==> src/design/pinmux_pkg.sv <==
// Shared constants for the register bus. GPIO_N must equal REG_DW and CLK_PER_US assumes 50 MHz mclk
package pinmux_pkg;

   // ----------------------------------------
   // Bus geometry
   // ----------------------------------------
   localparam int REG_AW = 10;
   localparam int REG_DW = 32;
   localparam int REG_BW = 4;
   localparam int OFS_W  = 4;    // Word offset from addr[5:2]
   localparam int SEL_W  = 3;    // Region field from addr[9:7]

   // Peripheral sizing
   localparam int GPIO_N     = 32;
   localparam int TMR_N      = 2;
   localparam int TMR_W      = 16;
   localparam int TMR_EN_BIT = 16;
   localparam int CLK_PER_US = 50;
   localparam int US_CNT_W   = $clog2(CLK_PER_US);

   // Region codes
   localparam logic [SEL_W-1:0] SEL_GLBL  = 3'd0;
   localparam logic [SEL_W-1:0] SEL_GPIO  = 3'd1;
   localparam logic [SEL_W-1:0] SEL_TIMER = 3'd3;

   // ----------------------------------------
   // Register offsets
   // ----------------------------------------
   localparam logic [OFS_W-1:0] IRQ_MASK      = 4'd0;
   localparam logic [OFS_W-1:0] IRQ_STAT      = 4'd1;
   localparam logic [OFS_W-1:0] SOFT_IRQ      = 4'd2;

   localparam logic [OFS_W-1:0] GPIO_DIR      = 4'd0;
   localparam logic [OFS_W-1:0] GPIO_OUT      = 4'd1;
   localparam logic [OFS_W-1:0] GPIO_IN       = 4'd2;
   localparam logic [OFS_W-1:0] GPIO_INT_EN   = 4'd3;
   localparam logic [OFS_W-1:0] GPIO_INT_STAT = 4'd4;

   localparam logic [OFS_W-1:0] TMR_CFG0      = 4'd0;
   localparam logic [OFS_W-1:0] TMR_CFG1      = 4'd1;
   localparam logic [OFS_W-1:0] TMR_CNT0      = 4'd2;
   localparam logic [OFS_W-1:0] TMR_CNT1      = 4'd3;

   // Interrupt status bit positions
   localparam int IRQ_GPIO_BIT = 0;
   localparam int IRQ_TMR_BIT  = 1;

   typedef enum logic [1:0] {IDLE, ACCESS, RESPOND, RELEASE} bus_state_e;

   // Byte lane merge of new data into an old word
   function automatic logic [REG_DW-1:0] be_merge(input logic [REG_DW-1:0] old_val,
                                                  input logic [REG_DW-1:0] new_val,
                                                  input logic [REG_BW-1:0] be);
      logic [REG_DW-1:0] mask;
      for (int b = 0; b < REG_BW; b++) begin
         mask[8*b +: 8] = {8{be[b]}};
      end
      return (old_val & ~mask) | (new_val & mask);
   endfunction

endpackage

==> src/design/reg_bus_if.sv <==
// One controller and one slave per instance. The slave must pulse ack one cycle after sel
`timescale 1ns/10ps

interface reg_bus_if import pinmux_pkg::*; ();

   // Request fields from the controller
   logic              sel;
   logic              wr;
   logic [OFS_W-1:0]  ofs;
   logic [REG_DW-1:0] wdata;
   logic [REG_BW-1:0] be;

   // Response from the slave
   logic [REG_DW-1:0] rdata;
   logic              ack;

   modport ctrl (
      output sel, wr, ofs, wdata, be,
      input  rdata, ack
   );

   modport slave (
      input  sel, wr, ofs, wdata, be,
      output rdata, ack
   );

endinterface

==> src/design/gpio_regs.sv <==
// Pad inputs are asynchronous and pass two sync flops. Direction 1 means output
`timescale 1ns/10ps

module gpio_regs import pinmux_pkg::*; (
   input  logic              mclk_i,
   input  logic              rst_n_i,
   reg_bus_if.slave          bus_s,
   input  logic [GPIO_N-1:0] gpio_in_i,
   output logic [GPIO_N-1:0] gpio_out_o,
   output logic [GPIO_N-1:0] gpio_oen_o,
   output logic              gpio_intr_o
);

   logic [GPIO_N-1:0] dir_q;
   logic [GPIO_N-1:0] out_q;
   logic [GPIO_N-1:0] int_en_q;
   logic [GPIO_N-1:0] int_stat_q;
   logic [GPIO_N-1:0] sync1_q;
   logic [GPIO_N-1:0] in_q;
   logic [GPIO_N-1:0] in_d_q;
   logic [GPIO_N-1:0] rise;
   logic [GPIO_N-1:0] stat_clr;
   logic              ack_q;
   logic              wr_stb;

   assign wr_stb    = bus_s.sel && !ack_q && bus_s.wr;
   assign bus_s.ack = ack_q;

   // Pad side
   assign gpio_out_o  = out_q;
   assign gpio_oen_o  = ~dir_q;
   assign gpio_intr_o = |(int_stat_q & int_en_q);

   // Rising edge on enabled pins only
   assign rise     = in_q & ~in_d_q & int_en_q;
   // Clear mask for write-one-to-clear status
   assign stat_clr = (wr_stb && (bus_s.ofs == GPIO_INT_STAT))
                   ? be_merge('0, bus_s.wdata, bus_s.be) : '0;

   // ----------------------------------------
   // Input sync and edge detect
   // ----------------------------------------
   always_ff @(posedge mclk_i or negedge rst_n_i) begin
      if (!rst_n_i) begin
         sync1_q    <= '0;
         in_q       <= '0;
         in_d_q     <= '0;
         int_stat_q <= '0;
      end else begin
         sync1_q    <= gpio_in_i;
         in_q       <= sync1_q;
         in_d_q     <= in_q;
         // New edge wins over a clear in the same cycle
         int_stat_q <= (int_stat_q & ~stat_clr) | rise;
      end
   end

   // ----------------------------------------
   // Config registers
   // ----------------------------------------
   always_ff @(posedge mclk_i or negedge rst_n_i) begin
      if (!rst_n_i) begin
         ack_q    <= 1'b0;
         dir_q    <= '0;
         out_q    <= '0;
         int_en_q <= '0;
      end else begin
         ack_q <= bus_s.sel && !ack_q;
         if (wr_stb) begin
            case (bus_s.ofs)
               GPIO_DIR:    dir_q    <= be_merge(dir_q, bus_s.wdata, bus_s.be);
               GPIO_OUT:    out_q    <= be_merge(out_q, bus_s.wdata, bus_s.be);
               GPIO_INT_EN: int_en_q <= be_merge(int_en_q, bus_s.wdata, bus_s.be);
               default: ;
            endcase
         end
      end
   end

   // GPIO_IN has no write path
   always_comb begin
      case (bus_s.ofs)
         GPIO_DIR:      bus_s.rdata = dir_q;
         GPIO_OUT:      bus_s.rdata = out_q;
         GPIO_IN:       bus_s.rdata = in_q;
         GPIO_INT_EN:   bus_s.rdata = int_en_q;
         GPIO_INT_STAT: bus_s.rdata = int_stat_q;
         default:       bus_s.rdata = '0;
      endcase
   end

endmodule

==> src/design/irq_regs.sv <==
// GPIO status bit is a level from gpio_regs and clears at the source. Timer bits are sticky
`timescale 1ns/10ps

module irq_regs import pinmux_pkg::*; (
   input  logic             mclk_i,
   input  logic             rst_n_i,
   reg_bus_if.slave         bus_s,
   input  logic             gpio_intr_i,
   input  logic [TMR_N-1:0] timer_intr_i,
   output logic             irq_o,
   output logic             soft_irq_o
);

   logic [REG_DW-1:0] mask_q;
   logic [TMR_N-1:0]  tmr_stat_q;
   logic              soft_q;
   logic [REG_DW-1:0] stat_w;
   logic [REG_DW-1:0] stat_clr;
   logic              ack_q;
   logic              wr_stb;

   assign wr_stb    = bus_s.sel && !ack_q && bus_s.wr;
   assign bus_s.ack = ack_q;

   // Status word assembly
   always_comb begin
      stat_w                             = '0;
      stat_w[IRQ_GPIO_BIT]               = gpio_intr_i;
      stat_w[IRQ_TMR_BIT +: TMR_N]       = tmr_stat_q;
   end

   assign stat_clr = (wr_stb && (bus_s.ofs == IRQ_STAT))
                   ? be_merge('0, bus_s.wdata, bus_s.be) : '0;

   // Combined outputs
   assign irq_o      = |(stat_w & mask_q);
   assign soft_irq_o = soft_q;

   // ----------------------------------------
   // Mask, status and soft interrupt
   // ----------------------------------------
   always_ff @(posedge mclk_i or negedge rst_n_i) begin
      if (!rst_n_i) begin
         ack_q      <= 1'b0;
         mask_q     <= '0;
         tmr_stat_q <= '0;
         soft_q     <= 1'b0;
      end else begin
         ack_q      <= bus_s.sel && !ack_q;
         tmr_stat_q <= (tmr_stat_q & ~stat_clr[IRQ_TMR_BIT +: TMR_N]) | timer_intr_i;
         if (wr_stb && (bus_s.ofs == IRQ_MASK)) begin
            mask_q <= be_merge(mask_q, bus_s.wdata, bus_s.be);
         end
         // Only bit 0 of SOFT_IRQ is implemented
         if (wr_stb && (bus_s.ofs == SOFT_IRQ) && bus_s.be[0]) begin
            soft_q <= bus_s.wdata[0];
         end
      end
   end

   always_comb begin
      case (bus_s.ofs)
         IRQ_MASK: bus_s.rdata = mask_q;
         IRQ_STAT: bus_s.rdata = stat_w;
         SOFT_IRQ: bus_s.rdata = REG_DW'(soft_q);
         default:  bus_s.rdata = '0;
      endcase
   end

endmodule

==> src/design/pinmux_core.sv <==
// Peripheral block top. Single mclk domain and one async active low reset
`timescale 1ns/10ps

module pinmux_core import pinmux_pkg::*; (
   input  logic              mclk_i,
   input  logic              rst_n_i,
   // Register bus
   input  logic              reg_cs_i,
   input  logic              reg_wr_i,
   input  logic [REG_AW-1:0] reg_addr_i,
   input  logic [REG_DW-1:0] reg_wdata_i,
   input  logic [REG_BW-1:0] reg_be_i,
   output logic [REG_DW-1:0] reg_rdata_o,
   output logic              reg_ack_o,
   // Pads
   input  logic [GPIO_N-1:0] gpio_in_i,
   output logic [GPIO_N-1:0] gpio_out_o,
   output logic [GPIO_N-1:0] gpio_oen_o,
   // Interrupts and tick
   output logic              irq_o,
   output logic              soft_irq_o,
   output logic              pulse_1us_o
);

   // Sideband interrupt wires
   logic             gpio_intr;
   logic [TMR_N-1:0] timer_intr;

   // One bus per slave
   reg_bus_if glbl_bus ();
   reg_bus_if gpio_bus ();
   reg_bus_if tmr_bus ();

   // ----------------------------------------
   // Bus controller
   // ----------------------------------------
   reg_bus_ctrl u_ctrl (
      .mclk_i      (mclk_i),
      .rst_n_i     (rst_n_i),
      .reg_cs_i    (reg_cs_i),
      .reg_wr_i    (reg_wr_i),
      .reg_addr_i  (reg_addr_i),
      .reg_wdata_i (reg_wdata_i),
      .reg_be_i    (reg_be_i),
      .reg_rdata_o (reg_rdata_o),
      .reg_ack_o   (reg_ack_o),
      .glbl_m      (glbl_bus.ctrl),
      .gpio_m      (gpio_bus.ctrl),
      .tmr_m       (tmr_bus.ctrl)
   );

   // ----------------------------------------
   // Slaves
   // ----------------------------------------
   irq_regs u_irq (
      .mclk_i       (mclk_i),
      .rst_n_i      (rst_n_i),
      .bus_s        (glbl_bus.slave),
      .gpio_intr_i  (gpio_intr),
      .timer_intr_i (timer_intr),
      .irq_o        (irq_o),
      .soft_irq_o   (soft_irq_o)
   );

   gpio_regs u_gpio (
      .mclk_i      (mclk_i),
      .rst_n_i     (rst_n_i),
      .bus_s       (gpio_bus.slave),
      .gpio_in_i   (gpio_in_i),
      .gpio_out_o  (gpio_out_o),
      .gpio_oen_o  (gpio_oen_o),
      .gpio_intr_o (gpio_intr)
   );

   pinmux_timer u_timer (
      .mclk_i       (mclk_i),
      .rst_n_i      (rst_n_i),
      .bus_s        (tmr_bus.slave),
      .pulse_1us_o  (pulse_1us_o),
      .timer_intr_o (timer_intr)
   );

endmodule

==> src/design/pinmux_timer.sv <==
// Two reload timers on a 1 us tick. Reload N fires every N+1 us and a config write restarts the count
`timescale 1ns/10ps

module pinmux_timer import pinmux_pkg::*; (
   input  logic             mclk_i,
   input  logic             rst_n_i,
   reg_bus_if.slave         bus_s,
   output logic             pulse_1us_o,
   output logic [TMR_N-1:0] timer_intr_o
);

   logic [US_CNT_W-1:0]              pre_cnt_q;
   logic [TMR_N-1:0]                 en_q;
   logic [TMR_N-1:0][TMR_W-1:0]      reload_q;
   logic [TMR_N-1:0][TMR_W-1:0]      cnt_q;
   logic [TMR_N-1:0][REG_DW-1:0]     cfg_word;
   logic [TMR_N-1:0][REG_DW-1:0]     cfg_new;
   logic                             ack_q;
   logic                             wr_stb;

   // Write happens on the first cycle of sel
   assign wr_stb    = bus_s.sel && !ack_q && bus_s.wr;
   assign bus_s.ack = ack_q;

   // ----------------------------------------
   // Microsecond prescaler
   // ----------------------------------------
   always_ff @(posedge mclk_i or negedge rst_n_i) begin
      if (!rst_n_i) begin
         pre_cnt_q   <= '0;
         pulse_1us_o <= 1'b0;
      end else if (pre_cnt_q == US_CNT_W'(CLK_PER_US - 1)) begin
         pre_cnt_q   <= '0;
         pulse_1us_o <= 1'b1;
      end else begin
         pre_cnt_q   <= pre_cnt_q + 1'b1;
         pulse_1us_o <= 1'b0;
      end
   end

   // Config word layout is enable above reload
   always_comb begin
      for (int k = 0; k < TMR_N; k++) begin
         cfg_word[k] = REG_DW'({en_q[k], reload_q[k]});
         cfg_new[k]  = be_merge(cfg_word[k], bus_s.wdata, bus_s.be);
      end
   end

   // ----------------------------------------
   // Reload down-counters
   // ----------------------------------------
   always_ff @(posedge mclk_i or negedge rst_n_i) begin
      if (!rst_n_i) begin
         ack_q        <= 1'b0;
         en_q         <= '0;
         reload_q     <= '0;
         cnt_q        <= '0;
         timer_intr_o <= '0;
      end else begin
         ack_q <= bus_s.sel && !ack_q;
         for (int k = 0; k < TMR_N; k++) begin
            timer_intr_o[k] <= 1'b0;
            if (wr_stb && (bus_s.ofs == OFS_W'(TMR_CFG0 + k))) begin
               reload_q[k] <= cfg_new[k][TMR_W-1:0];
               en_q[k]     <= cfg_new[k][TMR_EN_BIT];
               cnt_q[k]    <= cfg_new[k][TMR_W-1:0];
            end else if (en_q[k] && pulse_1us_o) begin
               if (cnt_q[k] == '0) begin
                  // Terminal count
                  timer_intr_o[k] <= 1'b1;
                  cnt_q[k]        <= reload_q[k];
               end else begin
                  cnt_q[k] <= cnt_q[k] - 1'b1;
               end
            end
         end
      end
   end

   // Read mux, valid while sel is high
   always_comb begin
      case (bus_s.ofs)
         TMR_CFG0: bus_s.rdata = cfg_word[0];
         TMR_CFG1: bus_s.rdata = cfg_word[1];
         TMR_CNT0: bus_s.rdata = REG_DW'(cnt_q[0]);
         TMR_CNT1: bus_s.rdata = REG_DW'(cnt_q[1]);
         default:  bus_s.rdata = '0;
      endcase
   end

endmodule

==> src/design/reg_bus_ctrl.sv <==
// Master must hold reg_cs_i until reg_ack_o and start a new access only after ack drops
`timescale 1ns/10ps

module reg_bus_ctrl import pinmux_pkg::*; (
   input  logic              mclk_i,
   input  logic              rst_n_i,
   input  logic              reg_cs_i,
   input  logic              reg_wr_i,
   input  logic [REG_AW-1:0] reg_addr_i,
   input  logic [REG_DW-1:0] reg_wdata_i,
   input  logic [REG_BW-1:0] reg_be_i,
   output logic [REG_DW-1:0] reg_rdata_o,
   output logic              reg_ack_o,
   reg_bus_if.ctrl           glbl_m,
   reg_bus_if.ctrl           gpio_m,
   reg_bus_if.ctrl           tmr_m
);

   bus_state_e        state_q;
   logic              wr_q;
   logic [REG_AW-1:0] addr_q;
   logic [REG_DW-1:0] wdata_q;
   logic [REG_BW-1:0] be_q;
   logic [REG_DW-1:0] rdata_q;
   logic [SEL_W-1:0]  region;
   logic              mapped;
   logic              take_req;
   logic              any_ack;
   logic [REG_DW-1:0] ack_rdata;
   logic              glbl_sel_q;
   logic              gpio_sel_q;
   logic              tmr_sel_q;
   logic              none_sel_q;
   logic              none_ack_q;

   // ----------------------------------------
   // Decode and response steering
   // ----------------------------------------
   assign region   = addr_q[REG_AW-1 -: SEL_W];
   assign mapped   = (region == SEL_GLBL) || (region == SEL_GPIO) || (region == SEL_TIMER);
   // Back to back accesses may start straight from RELEASE
   assign take_req = reg_cs_i && ((state_q == IDLE) || (state_q == RELEASE));
   assign any_ack  = glbl_m.ack | gpio_m.ack | tmr_m.ack | none_ack_q;

   // Only the acking slave contributes, unmapped returns zero
   assign ack_rdata = ({REG_DW{glbl_m.ack}} & glbl_m.rdata)
                    | ({REG_DW{gpio_m.ack}} & gpio_m.rdata)
                    | ({REG_DW{tmr_m.ack}}  & tmr_m.rdata);

   assign reg_ack_o   = (state_q == RESPOND);
   assign reg_rdata_o = rdata_q;

   // Request capture
   always_ff @(posedge mclk_i) begin
      if (take_req) begin
         wr_q    <= reg_wr_i;
         addr_q  <= reg_addr_i;
         wdata_q <= reg_wdata_i;
         be_q    <= reg_be_i;
      end
      if ((state_q == ACCESS) && any_ack) begin
         rdata_q <= ack_rdata;
      end
   end

   // ----------------------------------------
   // Handshake FSM
   // ----------------------------------------
   always_ff @(posedge mclk_i or negedge rst_n_i) begin
      if (!rst_n_i) begin
         state_q    <= IDLE;
         glbl_sel_q <= 1'b0;
         gpio_sel_q <= 1'b0;
         tmr_sel_q  <= 1'b0;
         none_sel_q <= 1'b0;
         none_ack_q <= 1'b0;
      end else begin
         // Stand-in slave so unmapped regions keep the same latency
         none_ack_q <= none_sel_q && !none_ack_q;
         case (state_q)
            IDLE, RELEASE: begin
               state_q <= take_req ? ACCESS : IDLE;
            end
            ACCESS: begin
               if (any_ack) begin
                  glbl_sel_q <= 1'b0;
                  gpio_sel_q <= 1'b0;
                  tmr_sel_q  <= 1'b0;
                  none_sel_q <= 1'b0;
                  state_q    <= RESPOND;
               end else begin
                  glbl_sel_q <= (region == SEL_GLBL);
                  gpio_sel_q <= (region == SEL_GPIO);
                  tmr_sel_q  <= (region == SEL_TIMER);
                  none_sel_q <= !mapped;
               end
            end
            RESPOND: begin
               // Wait as long as the master holds select
               if (!reg_cs_i) begin
                  state_q <= RELEASE;
               end
            end
            default: state_q <= IDLE;
         endcase
      end
   end

   // Request fields fan out to every slave
   assign glbl_m.sel   = glbl_sel_q;
   assign glbl_m.wr    = wr_q;
   assign glbl_m.ofs   = addr_q[OFS_W+1:2];
   assign glbl_m.wdata = wdata_q;
   assign glbl_m.be    = be_q;

   assign gpio_m.sel   = gpio_sel_q;
   assign gpio_m.wr    = wr_q;
   assign gpio_m.ofs   = addr_q[OFS_W+1:2];
   assign gpio_m.wdata = wdata_q;
   assign gpio_m.be    = be_q;

   assign tmr_m.sel    = tmr_sel_q;
   assign tmr_m.wr     = wr_q;
   assign tmr_m.ofs    = addr_q[OFS_W+1:2];
   assign tmr_m.wdata  = wdata_q;
   assign tmr_m.be     = be_q;

endmodule

==> config.mk <==
export PLATFORM = sky130hd
export DESIGN_NAME = pinmux_core
export DESIGN_NICKNAME = d
export VERILOG_FILES = /design/src/design/pinmux_pkg.sv /design/src/design/reg_bus_if.sv /design/src/design/gpio_regs.sv /design/src/design/irq_regs.sv /design/src/design/pinmux_core.sv /design/src/design/pinmux_timer.sv /design/src/design/reg_bus_ctrl.sv
export SDC_FILE = /design/constraint.sdc
export NUM_CORES = 1
export LEC_CHECK = 0
export ABC_CLOCK_PERIOD_IN_PS = 6160
export BUFFER_PORTS_ARGS = -buffer_cell sky130_fd_sc_hd__buf_2
export CORE_MARGIN = 2
export CORE_UTILIZATION = 45
export DETAILED_ROUTE_END_ITERATION = 10
export GPL_TIMING_DRIVEN = 0
export SYNTH_ARGS = -nofsm -noshare
export SYNTH_HDL_FRONTEND = slang
export SYNTH_SLANG_ARGS = --single-unit
export TNS_END_PERCENT = 30
==> constraint.sdc <==
create_clock -name mclk_i -period 6.16 [get_ports mclk_i]
set_input_delay 1.232 -clock mclk_i [delete_from_list [all_inputs] [get_ports mclk_i]]
set_output_delay 1.232 -clock mclk_i [all_outputs]
set_load 0.02 [all_outputs]
==> out/qor.txt <==
status: finished, final reports clean
post-synthesis sequential area ratio: 0.618
Total Power Consumption: 9.60 mW
critical path class: flop to primary output
slowest cell delay on critical path: 0.55 ns
fin crit period: 4.08 ns
routability cong.: 0.937
Clock Sinks: 420
CTS buffer count: 45
sequential power share: 0.417
core area: 0.0386 mm^2
Avg Cell Area, Syn: 12.7 um^2
post-synth cell types: 76
Die X: 202 um
routed len/inst: 24.5 um
CP Launch Type: flop
clk root buf: clkbuf_16
net switching power: 3.49 mW
Int Power: 6.11 mW
Synth Net Count: 1482
#FFs+latches synth: 420
first-pass GRT wire length: 81600 um
hpwl dp: 37800 um
H-tree Lvls: 2
VDD IR-drop max: 0.000289 V
drt pass-1 iters: 8
number of fillers in the final layout: 3344
FP Rows: 72
drt total wl: 53300 um
worst-path maximum fanout: 4
initial antenna violation count: 1
# DRC: 0
die height: 202 um
Slew HR: 0.316
CP max stage cell: a22oi_1
max-cap viol count: 0
CP Data Required Time: 4.93 ns
CP Capture Type: primary output
worst-margin pin slew: 1.02 ns
Post-CTS Hold Buffers: 0
post-CTS sizing: 0
initial core utilization: 0.456
final hold viol count: 0
vias: 12.9k
f_max: 0.245 GHz
Hold Crit Class: flop to flop
number of global-route vias before repair: 13.0k
worst endpoint data arrival time: 2.84 ns
gr usage total: 0.267
Worst Clk Skew: 0.0180 ns
Initial DRC Count: 1569
die footprint: 0.0407 mm^2
critical-path cell list: a22oi_1, nand4_1, nor4_1, o21ai_0, buf_2
Main synth FF type: dfrtp_1
post-CTS setup buffers: 0
area of the mapped netlist: 0.0176 mm^2
power per cell area: 460 mW/mm^2
Hold WS: 0.346 ns
Pleak: 9.30 nW
post-route worst setup slack: 2.08 ns
I/O Buffers: 178
# nets final: 1712
Final ANT Viol Nets: 0
worst-case clock buffer depth: 3
clock power share: 0.293
overflow left after global routing: 0
Gate power share: 0.290
Non-Filler Instances: 2178
Sw Share: 0.363
synthesized instance count: 1392
Clk Latency, worst-skew pair: 0.58 ns
Layout area overhead: 18.3%
ys async rst share: 0.819
CTS tree: built
fin crit share: 0.662
Post-synth EDFFs: 76
share of layout cells above drive strength 1: 0.280
final setup fails: 0
Via density: 5.93
Slew Limit Fails: 0
dpl cells: 2093
unrepaired setup endpoints after global routing: no
Final Core Density: 0.539
Reg clk slew, reported paths: 0.06 ns
I/O pin count: 182
Synthesis Warnings: 0
Place WS: 2.74 ns
largest net degree at the start of global routing: 104
## routing by layer
layer | global-route usage | up-vias | share of wire
li1 | - | 5691 | -
met1 | 0.397 | 6535 | 0.45
met2 | 0.391 | 571 | 0.44
met3 | 0.0418 | 111 | 0.076
met4 | 0.107 | 0 | 0.037
met5 | 0 | - | 0
## power groups by stage
stage | registers (mW) | logic, mW | clock network (mW)
floorplan | 3.90 | 1.78 | 0
global placement | 4.05 | 2.66 | 0
detailed placement | 4.04 | 2.75 | 0
CTS | 3.99 | 2.76 | 2.87
global route | 4.07 | 3.05 | 2.98
finish | 4.00 | 2.78 | 2.81
## cell type report
class / instances / area [um^2] / share of cell area
Clock inverter: 15 / 224 / 0.0107
Sequential cell: 420 / 10900 / 0.523
Inverter: 58 / 218 / 0.0104
Clock buffer: 69 / 1320 / 0.0632
Antenna cell: 1 / 2.50 / 0.000120
Tap cell: 518 / 648 / 0.0311
Buffer: 67 / 313 / 0.0150
Multi-Input combinational cell: 847 / 6210 / 0.298
Timing Repair Buffer: 183 / 1020 / 0.0491
## worst max-delay path, delay by kind of cell, from the launching register on
kind            cells  cell delay (ns)
compound gates      2             0.84
buf+inv             1             0.24
flops               1             0.41
simple gates        2             0.78
## synth_stat cells, drive strengths merged, types with 4 or more instances
master   number  area [um^2]
nand3b        6         48.8
a21o         19          143
nor4b         6         80.1
edfxtp       76         2280
nand2b       12         75.1
nor2         49          239
a221o         4         40.0
buf          24          151
ha            8          100
nor2b         8         50.1
a22oi        56          420
a211o        21          184
clkbuf       43          161
o211ai        6         45.0
mux2        158         1780
dfrtp       344         8610
o31ai         5         37.5
nand4        12         81.3
o2bb2ai      29          254
o221ai        8         70.1
nand2       140          553
inv          58          218
xnor2         5         43.8
nor4         10         93.8
nand3        25          130
and2          4         25.0
o21ai        59          307
o22ai         6         37.5
nor3         17         96.4
a222oi       48          480
a21oi        82          410
## path summary, 6_finish.rpt
kind	end	depth (start not counted)	from	slack, ns
max in group asynchronous	u_gpio.int_stat_q[3]$_DFF_PN0_	3	rst_n_i	4.24
min in group asynchronous	u_timer.cfg_word[9]$_DFFE_PN0P_	1	rst_n_i	0.57
max	irq_o	5	flop	2.08
max reg2reg	u_ctrl.reg_rdata_o[9]$_DFFE_PP_	6	u_ctrl.addr_q[3]$_DFFE_PP_	3.20
min reg2reg	u_gpio.in_q[8]$_DFF_PN0_	0	u_gpio.sync1_q[8]$_DFF_PN0_	0.35
min	u_gpio.in_q[8]$_DFF_PN0_	0	u_gpio.sync1_q[8]$_DFF_PN0_	0.35
## logic make-up after synthesis
family / share of synthesized area
and+or+nand+nor: 0.0917
adders and majority gates: 0.00568
AOI/OAI and AO/OA: 0.148
xor gates and xnor gates: 0.00398
buffers and inverters: 0.0301
muxes: 0.103
DFF: 0.618
## layout by cell type, fill, tap and decap left out, types with 7 or more instances in the layout
cell type    n
o21ai_0     54
inv_1       58
a22oi_1     56
edfxtp_1    76
ha_1         8
clkbuf_1    58
nand2b_1    12
nor3_1      16
nand4_1     11
nor2b_1      7
dfrtp_1    344
nand2_2     11
clkbuf_8     8
nand3_1     24
buf_2      193
nand2_1    129
clkbuf_16   46
mux2_2     156
o2bb2ai_1   29
a21o_1      19
a21oi_1     82
o221ai_1     8
nor2_1      42
a211o_1     21
a222oi_1    48
## stage by stage
stage	TNS, ns	cell area (um^2)
final	0	20800
after global routing	0	20800
after CTS	0	20800
after detailed placement	0	19300
after global placement	-1026.69	19200
after floorplan	0	17600
Note: power is estimated with default switching activity, not from simulation.
